[config.mk]
export PLATFORM = sky130hd
export DESIGN_NAME = cw_aux_io
export DESIGN_NICKNAME = d
export VERILOG_FILES = /design/src/source/cw_route_pkg.sv /design/src/source/cw_reg_map_pkg.sv /design/src/source/cw_config_regs.sv /design/src/source/cw_trigger_mux.sv /design/src/source/cw_target_io.sv /design/src/source/cw_target_power.sv /design/src/source/cw_aux_io.sv
export SDC_FILE = /design/constraint.sdc
export NUM_CORES = 1
export LEC_CHECK = 0
export BUFFER_PORTS_ARGS = -buffer_cell sky130_fd_sc_hd__buf_2
export CAP_MARGIN = 5
export CORE_ASPECT_RATIO = 1.5
export CORE_MARGIN = 3
export CORE_UTILIZATION = 45
export CTS_BUF_LIST = sky130_fd_sc_hd__clkbuf_4 sky130_fd_sc_hd__clkbuf_8
export CTS_CLUSTER_SIZE = 8
export DETAILED_ROUTE_END_ITERATION = 10
export PLACE_DENSITY = 0.78
export SLEW_MARGIN = 20
export SYNTH_ARGS = -nofsm -noshare
export SYNTH_HDL_FRONTEND = slang
export SYNTH_SLANG_ARGS = --single-unit
[constraint.sdc]
create_clock -name clk -period 3.8 [get_ports clk]
set_input_delay 0.38 -clock clk [delete_from_list [all_inputs] [get_ports clk]]
set_output_delay 0.38 -clock clk [all_outputs]
set_load 0.02 [all_outputs]
[src/source/cw_route_pkg.sv]
`default_nettype none

package cw_route_pkg;

	// how the enabled external trigger sources are merged
	typedef enum logic [1:0] {
		COMB_OR   = 2'd0, // any enabled source high
		COMB_AND  = 2'd1, // all enabled sources high
		COMB_NAND = 2'd2, // inverted and
		COMB_OFF  = 2'd3  // combined trigger held low
	} comb_mode_e;

	// which block feeds the capture trigger
	typedef enum logic [2:0] {
		TRIG_EDGE       = 3'd0, // combined external trigger
		TRIG_ADVIO      = 3'd1, // advanced io pattern
		TRIG_ANAPATTERN = 3'd2, // analog pattern match
		TRIG_DECODEDIO  = 3'd3  // decoded io trigger
	} trig_module_e;

	// one tristate pin split into value and enable
	typedef struct packed {
		logic value; // level driven when enabled
		logic oe;    // output enable, released when low
	} pin_drive_t;

endpackage

`default_nettype wire

[src/source/cw_reg_map_pkg.sv]
`default_nettype none

package cw_reg_map_pkg;
	import cw_route_pkg::*;

	typedef logic [5:0] addr_t; // host register address

	localparam addr_t ADDR_TRIGSRC = 6'd39; // external trigger sources
	localparam addr_t ADDR_TRIGMOD = 6'd40; // trigger module select
	localparam addr_t ADDR_IOROUTE = 6'd55; // target io routing

	localparam int IOROUTE_BYTES = 8; // length of the routing register

	typedef struct packed {
		comb_mode_e mode;  // merge rule for enabled sources
		logic       rear4; // rear io line 4
		logic       rear3; // rear io line 3
		logic       rear2; // rear io line 2
		logic       rear1; // rear io line 1
		logic       fpb;   // front panel b
		logic       fpa;   // front panel a
	} trigsrc_t;

	typedef struct packed {
		logic [2:0]   unused;
		logic         fpb_drive;   // put trigger out on front panel b
		logic         fpa_drive;   // put trigger out on front panel a
		trig_module_e trig_module; // trigger source select
	} trigmod_t;

	typedef struct packed {
		logic manual_en;    // drive the manual level
		logic manual_level;
		logic uart_oc;      // uart tx as open collector
		logic usi_oc;       // usi out as open collector
		logic usi_in;       // pin feeds usi input
		logic usi_out;      // pin carries usi output
		logic rx;           // pin feeds uart rx
		logic tx;           // pin carries uart tx
	} gpio_route_t;

	typedef struct packed {
		logic [4:0] unused;
		logic       fast_start; // skip the pwm soft-start
		logic       power_off;  // target power switched off
		logic       avrprog_en; // connect avr programming lines
	} extra_t;

	typedef struct packed {
		logic [1:0] unused;
		logic       pdic_level;
		logic       pdic_en;
		logic       pdid_level;
		logic       pdid_en;
		logic       nrst_level;
		logic       nrst_en;
	} extra_gpio_t;

	// byte 0 sits at the bottom, gpio[0] is target pin 1
	typedef struct packed {
		logic [7:0]        rsvd7;
		extra_gpio_t       extra_gpio; // byte 6
		extra_t            extra;      // byte 5
		logic [7:0]        rsvd4;      // old glitch output byte
		gpio_route_t [3:0] gpio;       // bytes 0 to 3
	} ioroute_t;

	localparam trigsrc_t TRIGSRC_RESET = '{
		mode:  COMB_OR,
		rear4: 1'b0,
		rear3: 1'b0,
		rear2: 1'b0,
		rear1: 1'b0,
		fpb:   1'b0,
		fpa:   1'b1
	};
	localparam trigmod_t TRIGMOD_RESET = trigmod_t'(8'h00);
	localparam ioroute_t IOROUTE_RESET = ioroute_t'(64'h0000_0000_0000_0201); // pin 1 tx, pin 2 rx

endpackage

`default_nettype wire

[src/source/cw_config_regs.sv]
`default_nettype none

module cw_config_regs
	import cw_reg_map_pkg::*;
(
	input  wire         clk,
	input  wire         reset,
	input  wire addr_t  reg_address_i,    // register under access
	input  wire  [15:0] reg_bytecnt_i,    // byte index inside a wide register
	input  wire  [7:0]  reg_datai_i,      // write data
	input  wire         reg_read_i,       // read strobe
	input  wire         reg_write_i,      // write strobe
	input  wire         reg_addrvalid_i,  // address phase valid
	input  wire addr_t  reg_hypaddress_i, // address for the length query
	output logic [7:0]  reg_datao_o,      // registered read data
	output logic [15:0] reg_hyplen_o,     // transfer length of hypaddress
	output trigsrc_t    trigsrc_o,
	output trigmod_t    trigmod_o,
	output ioroute_t    ioroute_o
);

	trigsrc_t                      trigsrc_q;
	trigmod_t                      trigmod_q;
	logic [IOROUTE_BYTES-1:0][7:0] ioroute_q; // routing kept as bytes
	logic [2:0]                    byte_sel;
	logic                          byte_ok;
	logic                          addr_mapped;
	logic [7:0]                    rd_mux;
	logic [7:0]                    rd_data_q;
	logic                          rd_valid_q;

	assign byte_sel = reg_bytecnt_i[2:0];
	assign byte_ok  = reg_bytecnt_i < 16'(IOROUTE_BYTES); // bytes past the end are ignored

	// address decode and read-back select
	always_comb begin
		addr_mapped = 1'b1;
		case (reg_address_i)
			ADDR_TRIGSRC: rd_mux = trigsrc_q;
			ADDR_TRIGMOD: rd_mux = trigmod_q;
			ADDR_IOROUTE: rd_mux = byte_ok ? ioroute_q[byte_sel] : 8'h00;
			default: begin
				rd_mux      = 8'h00;
				addr_mapped = 1'b0; // unknown register reads as zero
			end
		endcase
	end

	// host writes land the same cycle
	always_ff @(posedge clk) begin
		if (reset) begin
			trigsrc_q <= TRIGSRC_RESET;
			trigmod_q <= TRIGMOD_RESET;
			ioroute_q <= IOROUTE_RESET;
		end else if (reg_write_i) begin
			case (reg_address_i)
				ADDR_TRIGSRC: trigsrc_q <= trigsrc_t'(reg_datai_i);
				ADDR_TRIGMOD: trigmod_q <= trigmod_t'(reg_datai_i);
				ADDR_IOROUTE: begin
					if (byte_ok)
						ioroute_q[byte_sel] <= reg_datai_i; // one byte per bus cycle
				end
				default: ;
			endcase
		end
	end

	always_ff @(posedge clk) begin
		if (reset)
			rd_valid_q <= 1'b0;
		else
			rd_valid_q <= reg_addrvalid_i & addr_mapped; // data valid one cycle later
	end

	always_ff @(posedge clk) begin
		if (reg_read_i)
			rd_data_q <= rd_mux; // capture on the read strobe
	end

	assign reg_datao_o = rd_valid_q ? rd_data_q : 8'h00; // zero unless we own the bus

	// length the host should move for each address
	always_comb begin
		case (reg_hypaddress_i)
			ADDR_TRIGSRC: reg_hyplen_o = 16'd1;
			ADDR_TRIGMOD: reg_hyplen_o = 16'd1;
			ADDR_IOROUTE: reg_hyplen_o = 16'(IOROUTE_BYTES);
			default:      reg_hyplen_o = 16'd0;
		endcase
	end

	assign trigsrc_o = trigsrc_q;
	assign trigmod_o = trigmod_q;
	assign ioroute_o = ioroute_t'(ioroute_q);

endmodule

`default_nettype wire

[src/source/cw_trigger_mux.sv]
`default_nettype none

module cw_trigger_mux
	import cw_route_pkg::*, cw_reg_map_pkg::*;
(
	input  wire trigsrc_t  trigsrc_i,           // source enables and merge mode
	input  wire trigmod_t  trigmod_i,           // module select and panel drive
	input  wire            fpa_in_i,            // front panel a level
	input  wire            fpb_in_i,            // front panel b level
	input  wire [3:0]      rear_in_i,           // rear io lines 1 to 4
	input  wire            trigger_advio_i,
	input  wire            trigger_anapattern_i,
	input  wire            trigger_decodedio_i,
	output logic           trigger_o,           // to the capture logic
	output logic           trigger_ext_o,       // merged external trigger
	output pin_drive_t     fpa_o,
	output pin_drive_t     fpb_o
);

	logic [5:0] src_en;
	logic [5:0] src_val;
	logic       trig_or;
	logic       trig_and;
	logic       trig_ext;
	logic       trigger;

	// bit order follows the register layout
	assign src_en = {trigsrc_i.rear4, trigsrc_i.rear3, trigsrc_i.rear2,
			trigsrc_i.rear1, trigsrc_i.fpb, trigsrc_i.fpa};
	assign src_val = {rear_in_i, fpb_in_i, fpa_in_i};

	assign trig_or  = |(src_en & src_val);
	assign trig_and = &(src_val | ~src_en); // disabled sources do not block

	always_comb begin
		case (trigsrc_i.mode)
			COMB_OR:   trig_ext = trig_or;
			COMB_AND:  trig_ext = trig_and;
			COMB_NAND: trig_ext = ~trig_and;
			default:   trig_ext = 1'b0;
		endcase
	end

	always_comb begin
		case (trigmod_i.trig_module)
			TRIG_EDGE:       trigger = trig_ext;
			TRIG_ADVIO:      trigger = trigger_advio_i;
			TRIG_ANAPATTERN: trigger = trigger_anapattern_i;
			TRIG_DECODEDIO:  trigger = trigger_decodedio_i;
			default:         trigger = 1'b0; // spare codes stay quiet
		endcase
	end

	assign trigger_ext_o = trig_ext;
	assign trigger_o     = trigger;

	// panel pins only leave high-z when asked
	assign fpa_o = '{value: trigger & trigmod_i.fpa_drive, oe: trigmod_i.fpa_drive};
	assign fpb_o = '{value: trigger & trigmod_i.fpb_drive, oe: trigmod_i.fpb_drive};

endmodule

`default_nettype wire

[src/source/cw_target_io.sv]
`default_nettype none

module cw_target_io
	import cw_route_pkg::*, cw_reg_map_pkg::*;
(
	input  wire gpio_route_t [3:0] route_i,       // per pin routing bytes
	input  wire extra_gpio_t       extra_gpio_i,  // manual nrst/pdid/pdic
	input  wire                    power_off_i,   // target unpowered
	input  wire                    uart_tx_i,
	input  wire                    usi_out_i,
	input  wire [3:0]              targetio_in_i, // levels seen on the pins
	output pin_drive_t [3:0]       targetio_o,
	output logic                   uart_rx_o,
	output logic                   usi_in_o,
	output pin_drive_t             nrst_o,
	output pin_drive_t             pdid_o,
	output pin_drive_t             pdic_o
);

	for (genvar i = 0; i < 4; i++) begin : g_pin
		localparam bit HAS_USI = (i < 3);  // pin 4 has no usi
		localparam bit HAS_OC  = (i == 2); // open collector only on pin 3

		pin_drive_t drv;

		// first set bit wins, top of the chain first
		always_comb begin
			drv = '{value: 1'b0, oe: 1'b0};
			if (power_off_i) begin
				drv = '{value: 1'b0, oe: 1'b0}; // never back-power the target
			end else if (route_i[i].tx) begin
				drv = '{value: uart_tx_i, oe: 1'b1};
			end else if (HAS_USI && route_i[i].usi_out) begin
				drv = '{value: usi_out_i, oe: 1'b1};
			end else if (HAS_OC && route_i[i].usi_oc) begin
				drv = '{value: 1'b0, oe: ~usi_out_i}; // pull low or let go
			end else if (HAS_OC && route_i[i].uart_oc) begin
				drv = '{value: 1'b0, oe: ~uart_tx_i};
			end else if (route_i[i].manual_en) begin
				drv = '{value: route_i[i].manual_level, oe: 1'b1};
			end
		end

		assign targetio_o[i] = drv;
	end

	// lowest numbered pin takes the input, idle high
	always_comb begin
		uart_rx_o = 1'b1;
		for (int i = 3; i >= 0; i--) begin
			if (route_i[i].rx)
				uart_rx_o = targetio_in_i[i];
		end
	end

	always_comb begin
		usi_in_o = 1'b1;
		for (int i = 2; i >= 0; i--) begin // usi on pins 1 to 3
			if (route_i[i].usi_in)
				usi_in_o = targetio_in_i[i];
		end
	end

	assign nrst_o = '{value: extra_gpio_i.nrst_level, oe: extra_gpio_i.nrst_en};
	assign pdid_o = '{value: extra_gpio_i.pdid_level, oe: extra_gpio_i.pdid_en};
	assign pdic_o = '{value: extra_gpio_i.pdic_level, oe: extra_gpio_i.pdic_en};

endmodule

`default_nettype wire

[src/source/cw_target_power.sv]
`default_nettype none

module cw_target_power
	import cw_reg_map_pkg::*;
#(
	parameter int PWM_BITS     = 11,   // soft-start period is 2^PWM_BITS clocks
	parameter int PWM_ON_COUNT = 1400, // counts held off at the start of each period
	parameter int SOFT_PERIODS = 16383 // periods in one soft-start
) (
	input  wire         clk,
	input  wire         reset,
	input  wire extra_t extra_i,
	output logic        power_off_o,       // registered power-off request
	output logic        targetpower_off_o, // drives the power switch
	output logic        enable_avrprog_o
);

	localparam int PERIOD_W = $clog2(SOFT_PERIODS + 1);

	typedef enum logic [1:0] {
		SOFT_IDLE, // steady on or off
		SOFT_WAIT, // power on seen, waiting for a period boundary
		SOFT_RUN   // switching the supply on gradually
	} soft_state_e;

	soft_state_e         state_q;
	logic                power_off_q;
	logic                power_off_prev_q;
	logic [PWM_BITS-1:0] pwm_cnt_q;
	logic [PERIOD_W-1:0] period_cnt_q;
	logic                power_fall;
	logic                pwm_last;
	logic                pwm_high;

	always_ff @(posedge clk) begin
		if (reset) begin
			power_off_q      <= 1'b0;
			power_off_prev_q <= 1'b0;
			pwm_cnt_q        <= '0;
		end else begin
			power_off_q      <= extra_i.power_off;
			power_off_prev_q <= power_off_q;
			pwm_cnt_q        <= pwm_cnt_q + 1'b1; // free running
		end
	end

	assign power_fall = power_off_prev_q & ~power_off_q;   // power just requested on
	assign pwm_last   = pwm_cnt_q == {PWM_BITS{1'b1}};      // next clock starts a period
	assign pwm_high   = pwm_cnt_q < PWM_BITS'(PWM_ON_COUNT); // off slice of the period

	always_ff @(posedge clk) begin
		if (reset || power_off_q) begin
			state_q      <= SOFT_IDLE; // power off aborts at once
			period_cnt_q <= '0;
		end else begin
			case (state_q)
				SOFT_IDLE: begin
					if (power_fall)
						state_q <= SOFT_WAIT;
				end
				SOFT_WAIT: begin
					if (pwm_last) begin
						state_q      <= SOFT_RUN;
						period_cnt_q <= PERIOD_W'(1);
					end
				end
				SOFT_RUN: begin
					if (pwm_last) begin
						if (period_cnt_q == PERIOD_W'(SOFT_PERIODS))
							state_q <= SOFT_IDLE; // fully on from here
						else
							period_cnt_q <= period_cnt_q + 1'b1;
					end
				end
				default: state_q <= SOFT_IDLE;
			endcase
		end
	end

	assign targetpower_off_o = power_off_q |
			((state_q == SOFT_RUN) & ~extra_i.fast_start & pwm_high);
	assign power_off_o      = power_off_q;
	assign enable_avrprog_o = extra_i.avrprog_en;

endmodule

`default_nettype wire

[src/source/cw_aux_io.sv]
`default_nettype none

module cw_aux_io
	import cw_route_pkg::*, cw_reg_map_pkg::*;
#(
	parameter int PWM_BITS     = 11,
	parameter int PWM_ON_COUNT = 1400,
	parameter int SOFT_PERIODS = 16383
) (
	input  wire              clk,
	input  wire              reset,
	// host register bus
	input  wire addr_t       reg_address_i,
	input  wire  [15:0]      reg_bytecnt_i,
	input  wire  [7:0]       reg_datai_i,
	input  wire              reg_read_i,
	input  wire              reg_write_i,
	input  wire              reg_addrvalid_i,
	input  wire addr_t       reg_hypaddress_i,
	output logic [7:0]       reg_datao_o,
	output logic [15:0]      reg_hyplen_o,
	// trigger sources and outputs
	input  wire              fpa_in_i,
	input  wire              fpb_in_i,
	input  wire  [3:0]       rear_in_i,
	input  wire              trigger_advio_i,
	input  wire              trigger_anapattern_i,
	input  wire              trigger_decodedio_i,
	output logic             trigger_o,
	output logic             trigger_ext_o,
	output pin_drive_t       fpa_o,
	output pin_drive_t       fpb_o,
	// target side
	input  wire              uart_tx_i,
	input  wire              usi_out_i,
	input  wire  [3:0]       targetio_in_i,
	output pin_drive_t [3:0] targetio_o,
	output logic             uart_rx_o,
	output logic             usi_in_o,
	output pin_drive_t       nrst_o,
	output pin_drive_t       pdid_o,
	output pin_drive_t       pdic_o,
	output logic             targetpower_off_o,
	output logic             enable_avrprog_o
);

	trigsrc_t trigsrc;
	trigmod_t trigmod;
	ioroute_t ioroute;
	logic     power_off_q; // from the power block, releases the pins

	cw_config_regs u_config_regs (
		.clk              (clk),
		.reset            (reset),
		.reg_address_i    (reg_address_i),
		.reg_bytecnt_i    (reg_bytecnt_i),
		.reg_datai_i      (reg_datai_i),
		.reg_read_i       (reg_read_i),
		.reg_write_i      (reg_write_i),
		.reg_addrvalid_i  (reg_addrvalid_i),
		.reg_hypaddress_i (reg_hypaddress_i),
		.reg_datao_o      (reg_datao_o),
		.reg_hyplen_o     (reg_hyplen_o),
		.trigsrc_o        (trigsrc),
		.trigmod_o        (trigmod),
		.ioroute_o        (ioroute)
	);

	cw_trigger_mux u_trigger_mux (
		.trigsrc_i            (trigsrc),
		.trigmod_i            (trigmod),
		.fpa_in_i             (fpa_in_i),
		.fpb_in_i             (fpb_in_i),
		.rear_in_i            (rear_in_i),
		.trigger_advio_i      (trigger_advio_i),
		.trigger_anapattern_i (trigger_anapattern_i),
		.trigger_decodedio_i  (trigger_decodedio_i),
		.trigger_o            (trigger_o),
		.trigger_ext_o        (trigger_ext_o),
		.fpa_o                (fpa_o),
		.fpb_o                (fpb_o)
	);

	cw_target_io u_target_io (
		.route_i       (ioroute.gpio),
		.extra_gpio_i  (ioroute.extra_gpio),
		.power_off_i   (power_off_q),
		.uart_tx_i     (uart_tx_i),
		.usi_out_i     (usi_out_i),
		.targetio_in_i (targetio_in_i),
		.targetio_o    (targetio_o),
		.uart_rx_o     (uart_rx_o),
		.usi_in_o      (usi_in_o),
		.nrst_o        (nrst_o),
		.pdid_o        (pdid_o),
		.pdic_o        (pdic_o)
	);

	cw_target_power #(
		.PWM_BITS     (PWM_BITS),
		.PWM_ON_COUNT (PWM_ON_COUNT),
		.SOFT_PERIODS (SOFT_PERIODS)
	) u_target_power (
		.clk               (clk),
		.reset             (reset),
		.extra_i           (ioroute.extra),
		.power_off_o       (power_off_q),
		.targetpower_off_o (targetpower_off_o),
		.enable_avrprog_o  (enable_avrprog_o)
	);

endmodule

`default_nettype wire

==> impl_results.md, run 1 <==
* Root cell of the clock tree: sky130_fd_sc_hd__clkbuf_8
* End of the worst hold path: u_config_regs.rd_valid_q$_SDFF_PP0_
* Number of cells produced by synthesis at 646
* Setup slack of the worst register-to-register path at 1.56 ns
* Top Family by Delay on Critical Path: compound AO/OA/AOI/OAI gates
* Origin of the worst min-delay path: reg_addrvalid_i
* CP startpoint kind: register
* Maximum level of the CTS H-tree at 4
* Critical Path RT at around 3.4 ns
* Fill cells at 1178
* Portion of synthesized cell area occupied by the leading cell type at between 30% and 40%
* List of most frequent post-synthesis cells: sky130_fd_sc_hd__dfxtp_1, sky130_fd_sc_hd__nor2_1, sky130_fd_sc_hd__mux2i_1, sky130_fd_sc_hd__nand2_1, sky130_fd_sc_hd__a21oi_1
* Area taken by flip-flops and latches at 2440 µm²
* Initial antenna violation count at 0
* Fraction of power consumed by combinational cells at 6.4%
* Placer congestion estimate at 0.881
* EDFF count, synth at 8
* Result of the run: complete, no violations
* Startpoint of the lowest-slack register-to-register path: u_target_power.pwm_cnt_q[3]$_SDFF_PP0_
* Number of buffers on the longest clock path at 2
* Combined buffer and inverter count along the critical path at 2
* Headroom to the max-slew limit at 26.4%
* CTS-repair resized insts at 0
* Largest driver fanout on the critical path at 4
* X dimension of the die at 100 µm
* TritonCTS clock tree: yes
* Post-DR vias/cell at 5.52
* Path category of the worst min-delay check: in -> reg
* Destination of the worst register-to-register timing path: u_target_power.period_cnt_q[7]$_SDFFE_PP0P_
* Post-DRT Antenna Nets at 0
* Series of cell instances along the critical path: inv_1 > o22ai_1 > o31a_1 > o41ai_1 > and2_1 > buf_2
* Total negative slack for setup checks at 0 ns
* Clock tree skew after final layout at 0.00960 ns
* Post-detailed-placement half-perimeter wirelength at slightly below 10 mm
* Clock power frac at 43.2%
* Setup-failing EPs final at 0
* Number of antenna repair diodes at 0
* Library cell with the highest instance count after synthesis: sky130_fd_sc_hd__dfxtp_1
* Count of warnings emitted by yosys at 0
* Final global-route overflow total at 0
* Area used by multi-input combinational logic at 3220 µm²
* Pin count of the biggest net entering global routing at 95
* DRT Pass-1 Iters at 5
* Vias in the first global route at between 4000 and 5000
* Power density normalized to cell area at 369 nW/µm²
* Initial DRC count at 282
* Signal arrival time at the worst endpoint at 2.07 ns
* Area growth from synthesis to final layout at 13.3%
* Pin slew with the least headroom to its limit at roughly 1.1 ns
* Yosys cell types at 61
* Hold Violations, Final at 0
* Worst setup EP type: output pin
* Master of the slowest instance on the critical path: sky130_fd_sc_hd__o41ai_1
* Type of the worst setup path: reg -> out
* Flip-flop and latch count after synthesis at ~120
* Sequential-to-total area share from yosys stat at 40.9%
* Worst hold stages at 2
* Mean Syn Cell Area at 9.24 µm²
* Max cap viols at 0
* Routed wire per std cell at 15.7 µm
* Core region area at 12700 µm²
* Combined global-route utilization of all metal layers at 19.1%
* Std cell rows at 50
* Floorplan die area at approximately 15000 µm²
* Ratio of cells with drive above 1 in the final layout at a little over a fifth
* Clock net sink count at 118
* Post-CTS clock slew at the launch and capture registers of the worst setup and hold paths at 0.06 ns
* Unrepaired setup endpoints after global routing: no
* Initial Utilization at a little under half
* Routed Wire Length at around 14 mm
* Internal power of the cells at 1920 µW
* Wire length of the first global-routing pass at 22.6 mm
* PortBufs at 89
* Post-synthesis cell area at 5970 µm²
* Count of nets after finishing at 769
* Timing-limited maximum frequency at 0.408 GHz
* Cell depth of the worst flop-to-flop path at 5
* Final max-slew violation count at 0
* Synth top area cells: sky130_fd_sc_hd__dfxtp_1, sky130_fd_sc_hd__mux2i_1, sky130_fd_sc_hd__nor2_1
* Switching fraction of total power at 23.0%
* Inserted Clock Buffers at 17
* Peak VDD IR at approximately 0.22 mV
* Sequential fraction of design power at ~50%
* Fraction of synthesis flops using an asynchronous set or reset pin at 0%
* DRC violation count after routing at 0
* Post-CTS setup repair buffer count at 0
* Total Power Consumption at 2500 µW
* Final period utilization at between 60 and 70%
* Primary FF master, synth: sky130_fd_sc_hd__dfxtp_1
* Final critical delay including setup and external delays at 2.45 ns
* I/O pin count at approximately 100
* Leakage power at 0.00248 µW
* Net switching component of the power at around 580 µW
* CP max stage delay at 0.49 ns
* Number of buffers inserted by hold repair at cts at 0
* Clk Latency, worst-skew pair at 0.43 ns
* Die Y-Extent at 147 µm
* Cell type with the highest aggregate area in the netlist: sky130_fd_sc_hd__dfxtp_1
* Via count at approximately 4900
==> metal layers <==
layer  share of wire [%]  vias up  GRT usage (%)
li1                    -     2417              -
met1                  43     2285           23.6
met2                  49      130           31.6
met3                 5.5       21           4.66
met4                 1.8        0           7.69
met5                   0        -              0
==> worst register-to-register path: stages (launching register included) <==
cell and delay (ns):
sky130_fd_sc_hd__dfxtp_1 0.44, sky130_fd_sc_hd__nand4_4 0.17, sky130_fd_sc_hd__or4_4 0.56, sky130_fd_sc_hd__a211o_4 0.37, sky130_fd_sc_hd__or4_1 0.50, sky130_fd_sc_hd__a21oi_1 0.15
==> sequential cells by signal, summed over array words and instances, names as in the netlist <==
signal	cells
u_config_regs.trigsrc_o	8
u_config_regs.trigmod_o	8
u_target_power.power_off_prev_q	1
u_config_regs.ioroute_o	64
u_config_regs.rd_valid_q	1
u_target_power.state_q	2
u_target_power.power_off_o	1
u_target_power.period_cnt_q	14
u_config_regs.rd_data_q	8
u_target_power.pwm_cnt_q	11
==> cell families (layout without fill, tap and decap cells) <==
| logic type | count (synthesis) | in the layout | share of synthesized area [%] |
|---|---|---|---|
| fa+ha+maj | 2 | 2 | 0.419 |
| other cells | 1 | 14 | 0.0628 |
| compound gates | 105 | 105 | 11.3 |
| flops | 118 | 118 | 40.9 |
| mux | 88 | 88 | 16.5 |
| simple gates | 250 | 250 | 23.5 |
| xor+xnor | 8 | 8 | 1.17 |
| buf+inv | 74 | 138 | 6.08 |
==> through the flow <==
step / setup slack [ns] / cell area (µm²) / utilization (%) / hold slack [ns] / cells
floorplan: 1.40 / 6020 / - / 0.418 / 659
global placement: 1.18 / 6380 / 50.2 / 0.432 / 848
detailed placement: 1.16 / 6380 / 50.2 / 0.447 / 848
CTS: 1.30 / 6760 / 53.3 / 0.198 / 879
global route: 1.25 / 6760 / 53.3 / 0.211 / 879
finish: 1.35 / 6760 / 53.3 / 0.224 / 879
==> placed cells by master, fill, tap and decap left out, types with 3 or more instances in the layout <==
cell                       synthesis  final
sky130_fd_sc_hd__or3_1             7      7
sky130_fd_sc_hd__nand2b_1          5      5
sky130_fd_sc_hd__conb_1            1     14
sky130_fd_sc_hd__inv_1            16     16
sky130_fd_sc_hd__xor2_1            4      4
sky130_fd_sc_hd__o211ai_1          4      4
sky130_fd_sc_hd__dfxtp_1         110    110
sky130_fd_sc_hd__nor4_4            8      8
sky130_fd_sc_hd__nand2_1          39     39
sky130_fd_sc_hd__and2_1           12     12
sky130_fd_sc_hd__mux2i_1          78     78
sky130_fd_sc_hd__nor3b_1           4      4
sky130_fd_sc_hd__and3_1            3      3
sky130_fd_sc_hd__clkbuf_8          0     25
sky130_fd_sc_hd__edfxtp_1          8      8
sky130_fd_sc_hd__nand3_1          21     21
sky130_fd_sc_hd__nor3_1           14     12
sky130_fd_sc_hd__a21oi_1          34     34
sky130_fd_sc_hd__o31ai_1           5      5
sky130_fd_sc_hd__nor2b_1          10     10
sky130_fd_sc_hd__o22ai_1           6      6
sky130_fd_sc_hd__or4_1             3      3
sky130_fd_sc_hd__clkbuf_4          0      4
sky130_fd_sc_hd__a211oi_1          3      3
sky130_fd_sc_hd__nand4_1           7      7
sky130_fd_sc_hd__xnor2_1           4      4
sky130_fd_sc_hd__nor2_1           91     91
sky130_fd_sc_hd__a211o_1           4      4
sky130_fd_sc_hd__a22oi_1           9      9
sky130_fd_sc_hd__o21ai_0          21     21
sky130_fd_sc_hd__o221ai_1          3      3
sky130_fd_sc_hd__mux4_2            8      8
sky130_fd_sc_hd__or2_2             5      5
sky130_fd_sc_hd__buf_2             2     89
sky130_fd_sc_hd__nor4_1            5      5
sky130_fd_sc_hd__and4_1            4      4
==> power by group through the flow <==
stage | clock [µW] | sequential, µW | combinational, µW
after floorplan | 0 | 1290 | 113
after global placement | 0 | 1290 | 158
after detailed placement | 0 | 1290 | 159
after CTS | 1100 | 1260 | 159
after global routing | 1160 | 1260 | 173
final | 1080 | 1260 | 160
==> worst max-delay path by stage <==
stage,to,slack (ns),depth (start not counted),from
after floorplan,fpa_o[1],1.40,4,rear_in_i[0]
after global placement,u_config_regs.ioroute_o[50]$_SDFFE_PP0P_,1.18,6,reg_bytecnt_i[12]
after detailed placement,u_config_regs.ioroute_o[58]$_SDFFE_PP0P_,1.16,6,reg_bytecnt_i[12]
after CTS,fpb_o[1],1.30,6,u_config_regs.trigsrc_o[1]$_SDFFE_PP0P_
after global routing,fpa_o[1],1.25,6,u_config_regs.trigsrc_o[1]$_SDFFE_PP0P_
final,fpb_o[1],1.35,6,u_config_regs.trigsrc_o[1]$_SDFFE_PP0P_
==> cell type report <==
cell class	instances	area share (%)
Multi-Input combinational cell	467	47.6
Sequential cell	118	36.1
Timing Repair Buffer	91	6.81
Clock buffer	29	5.53
Tap cell	156	2.89
Inverter	16	0.888
Clock inverter	2	0.148
Note: power is estimated with default switching activity, not from simulation.
==> run 2, diff against run 1 <==
--- a/config.mk
+++ b/config.mk
@@ -5,6 +5,7 @@
 export SDC_FILE = /design/constraint.sdc
 export NUM_CORES = 1
 export LEC_CHECK = 0
+export ABC_AREA = 1
 export BUFFER_PORTS_ARGS = -buffer_cell sky130_fd_sc_hd__buf_2
 export CAP_MARGIN = 5
 export CORE_ASPECT_RATIO = 1.5
==> constraint.sdc (replaced) <==
create_clock -name clk -period 2.3 [get_ports clk]
set_input_delay 0.23 -clock clk [delete_from_list [all_inputs] [get_ports clk]]
set_output_delay 0.23 -clock clk [all_outputs]
set_load 0.02 [all_outputs]
==> impl_results.md, run 2 <==
* Result of the run: complete, no violations
* Number of cells produced by synthesis at 873 (+35%)
* PortBufs at 89 (unchanged)
* Number of flip-flops in the largest register at 64 (unchanged)
* Via count at 6098 (+26%)
* Final global-route overflow total at 0 (unchanged)
* Initial DRC count at 365 (+29%)
* Critical Path RT at 2.07 ns (-1.35 ns)
* Ratio of cells with drive above 1 in the final layout at 16.8% (-4.5 points)
* TritonCTS clock tree: yes
* Mean Syn Cell Area at 6.92 µm² (-25%)
* Area fraction in and, or, nand and nor cells after synthesis at 32.6% (+9.1 points)
* GR Util met1 at 26.5% (+2.9 points)
* Post-DP Area at 6460 µm² (+1.2%)
* Unrepaired setup endpoints after global routing: no
* Cell type with the highest aggregate area in the netlist: sky130_fd_sc_hd__dfxtp_1
* Post-DR vias/cell at 5.47 (-0.85%)
* Library cell with the highest instance count after synthesis: sky130_fd_sc_hd__nand2_1
* Vias in the first global route at 5556 (+22%)
* Post-synthesis compound-gate area fraction at 15.7% (+4.4 points)
* Hold Violations, Final at 0 (unchanged)
* Routed Wire Length at 16.9 mm (+23%)
* EDFF count, synth at 8 (unchanged)
* Root cell of the clock tree: sky130_fd_sc_hd__clkbuf_8
* Count of nets after finishing at 1000 (+30%)
* Initial Utilization at 46.2% (-0.84 points)
* Number of buffers on the longest clock path at 2 (unchanged)
* Combined global-route utilization of all metal layers at 22.9% (+3.9 points)
* Post-detailed-placement half-perimeter wirelength at 12.1 mm (+23%)
* Global-route layer with the greatest usage: met2
* Type of the worst setup path: reg -> out
* CTS-repair resized insts at 0 (unchanged)
* Count of warnings emitted by yosys at 0 (unchanged)
* Adder-cell share of the synthesized area at 0.414% (-0.0049 points)
* Clock net sink count at 118 (unchanged)
* Setup-failing EPs final at 0 (unchanged)
* Signal arrival time at the worst endpoint at 1.81 ns (-0.26 ns)
* Met3 Track Usage GR at 4.20% (-0.45 points)
* Maximum level of the CTS H-tree at 4 (unchanged)
* Pin slew with the least headroom to its limit at 0.605 ns (-0.493 ns)
* Std cell rows at 51 (+2.0%)
* DRT Pass-1 Iters at 5 (unchanged)
* Clk Latency, worst-skew pair at 0.45 ns (+0.02 ns)
* Worst setup EP type: output pin
* Sequential-to-total area share from yosys stat at 40.4% (-0.47 points)
* Number of antenna repair diodes at 0 (unchanged)
* Wire length of the first global-routing pass at 26.7 mm (+18%)
* Die Y-Extent at 148 µm (+0.56%)
* Total Power Consumption at 4670 µW (+87%)
* Synth Area in XOR/XNOR at 0.580% (-0.59 points)
* Area growth from synthesis to final layout at 14.7%
* Final max-slew violation count at 0 (unchanged)
* Setup slack of the worst register-to-register path at 0.52 ns (-1.04 ns)
* Timing-limited maximum frequency at 0.489 GHz
* Flip-flop and latch count after synthesis at 118 (unchanged)
* Power density normalized to cell area at 674 nW/µm² (+82%)
* Global-route met2 utilization at 38.2% (+6.6 points)
* Synth top area cells: sky130_fd_sc_hd__dfxtp_1, sky130_fd_sc_hd__nand2_1, sky130_fd_sc_hd__a21oi_1
* Floorplan die area at 14900 µm² (+1.1%)
* Max cap viols at 0 (unchanged)
* Leakage power at 0.00269 µW (+8.4%)
* Number of buffers inserted by hold repair at cts at 0 (unchanged)
* Post-CTS clock slew at the launch and capture registers of the worst setup and hold paths at 0.07 ns (about the same)
* Post-synthesis cell area at 6040 µm² (+1.2%)
* Most common cell after layout, fill and taps aside: sky130_fd_sc_hd__nand2_1
* Pin count of the biggest net entering global routing at 39 (-59%)
* Cell area after layout at 6930 µm² (+2.4%)
* Multiplexer share of the synthesized area at 0% (-16 points)
* Yosys cell types at 41 (-33%)
* Post-CTS setup repair buffer count at 0 (unchanged)
* Initial antenna violation count at 0 (unchanged)
* Post-DRT Antenna Nets at 0 (unchanged)
* CP startpoint kind: register
* Placer congestion estimate at 0.875 (-0.66%)
* Primary FF master, synth: sky130_fd_sc_hd__dfxtp_1
* I/O pin count at 104 (unchanged)
* Largest driver fanout on the critical path at 14 (+10)
* Portion of synthesized cell area occupied by the leading cell type at 36.5% (-0.43 points)
* Core region area at 13100 µm² (+3.0%)
* Total negative slack for setup checks at 0 ns (unchanged)
* Final critical delay including setup and external delays at 2.04 ns
* Inserted Clock Buffers at 17 (unchanged)
* Clock tree skew after final layout at 0.0111 ns (+0.00148 ns)
* DRC violation count after routing at 0 (unchanged)
* Highest-count cells in the layout ignoring fill and taps: sky130_fd_sc_hd__nand2_1, sky130_fd_sc_hd__dfxtp_1, sky130_fd_sc_hd__a21oi_1
* Final period utilization at around nine tenths
* List of most frequent post-synthesis cells: sky130_fd_sc_hd__nand2_1, sky130_fd_sc_hd__dfxtp_1, sky130_fd_sc_hd__a21oi_1, sky130_fd_sc_hd__nand3_1, sky130_fd_sc_hd__nor2_1
* Headroom to the max-slew limit at 59.5% (+33 points)
* Main combinational cell family by area after synthesis: simple AND/OR/NAND/NOR gates
* X dimension of the die at 101 µm (+0.55%)
* Peak VDD IR at 0.393 mV (+82%)
* Fraction of synthesis flops using an asynchronous set or reset pin at 0% (unchanged)
* Routed wire per std cell at 15.2 µm (-3.2%)
* Path category of the worst min-delay check: in -> reg
-- run 2: cell types whose count changed after synthesis, moves of 10 or more --
cell,change
sky130_fd_sc_hd__a21oi_1,+72
sky130_fd_sc_hd__and2_1,-12
sky130_fd_sc_hd__inv_1,+46
sky130_fd_sc_hd__mux2i_1,-78
sky130_fd_sc_hd__nand2_1,+168
sky130_fd_sc_hd__nand2_2,+10
sky130_fd_sc_hd__nand3_1,+82
sky130_fd_sc_hd__nor2b_1,-10
sky130_fd_sc_hd__o22ai_1,+26
-- run 2: area by class of cell --
cell class | count | area, µm²
Timing Repair Buffer | 96 | 510
Multi-Input combinational cell | 636 | 3030
Sequential cell | 118 | 2440
Inverter | 73 | 274
Clock inverter | 12 | 200
Tap cell | 159 | 199
Fill cell | 1282 | 6160
Clock buffer | 20 | 269
-- run 2: per-stage QoR --
step	utilization, %	setup slack (ns)	instances	hold slack [ns]
after global placement	49.4	0.498	1082	0.433
after detailed placement	49.4	0.463	1082	0.446
after CTS	52.9	0.196	1114	0.0000444
final	52.9	0.257	1114	0.0145
after floorplan	-	0.666	886	0.342
after global routing	52.9	0.120	1114	0.0309
-- run 2: per-layer routing --
metal  vias up  wire length, µm  share of wire [%]
met5         -                0                  0
li1       3021                -                  -
met1      2737             6500                 38
met2       268             8200                 48
met4         0              932                5.5
met3        72             1290                7.6
-- run 2: worst paths after layout --
path                                     startpoint                                     endpoint  cells after the start
min reg2reg  u_target_power.pwm_cnt_q[0]$_SDFF_PP0_       u_target_power.pwm_cnt_q[0]$_SDFF_PP0_                      1
max          u_target_power.state_q[1]$_SDFFE_PP0P_                            targetpower_off_o                      5
max reg2reg  u_target_power.state_q[1]$_SDFFE_PP0P_  u_target_power.period_cnt_q[3]$_SDFFE_PP0P_                      9
min                                 reg_addrvalid_i          u_config_regs.rd_valid_q$_SDFF_PP0_                      3
-- run 2: power breakdown --
| part | internal (µW) | switching (µW) |
|---|---|---|
| sequential | 2080 | 9.21 |
| combinational | 95.7 | 257 |
| clock | 1360 | 866 |
-- run 2: cell families after synthesis --
group           after synthesis
simple gates                442
compound gates              174
buf+inv                     132
flops                       118
xor+xnor                      4
fa+ha+maj                     2
other cells                   1
-- run 2: critical path: stages, from the launching register on --
cell and delay [ns]:
sky130_fd_sc_hd__dfxtp_1 0.34, sky130_fd_sc_hd__inv_1 0.07, sky130_fd_sc_hd__nor2_2 0.16, sky130_fd_sc_hd__inv_1 0.24
sky130_fd_sc_hd__o31ai_1 0.34, sky130_fd_sc_hd__buf_2 0.22
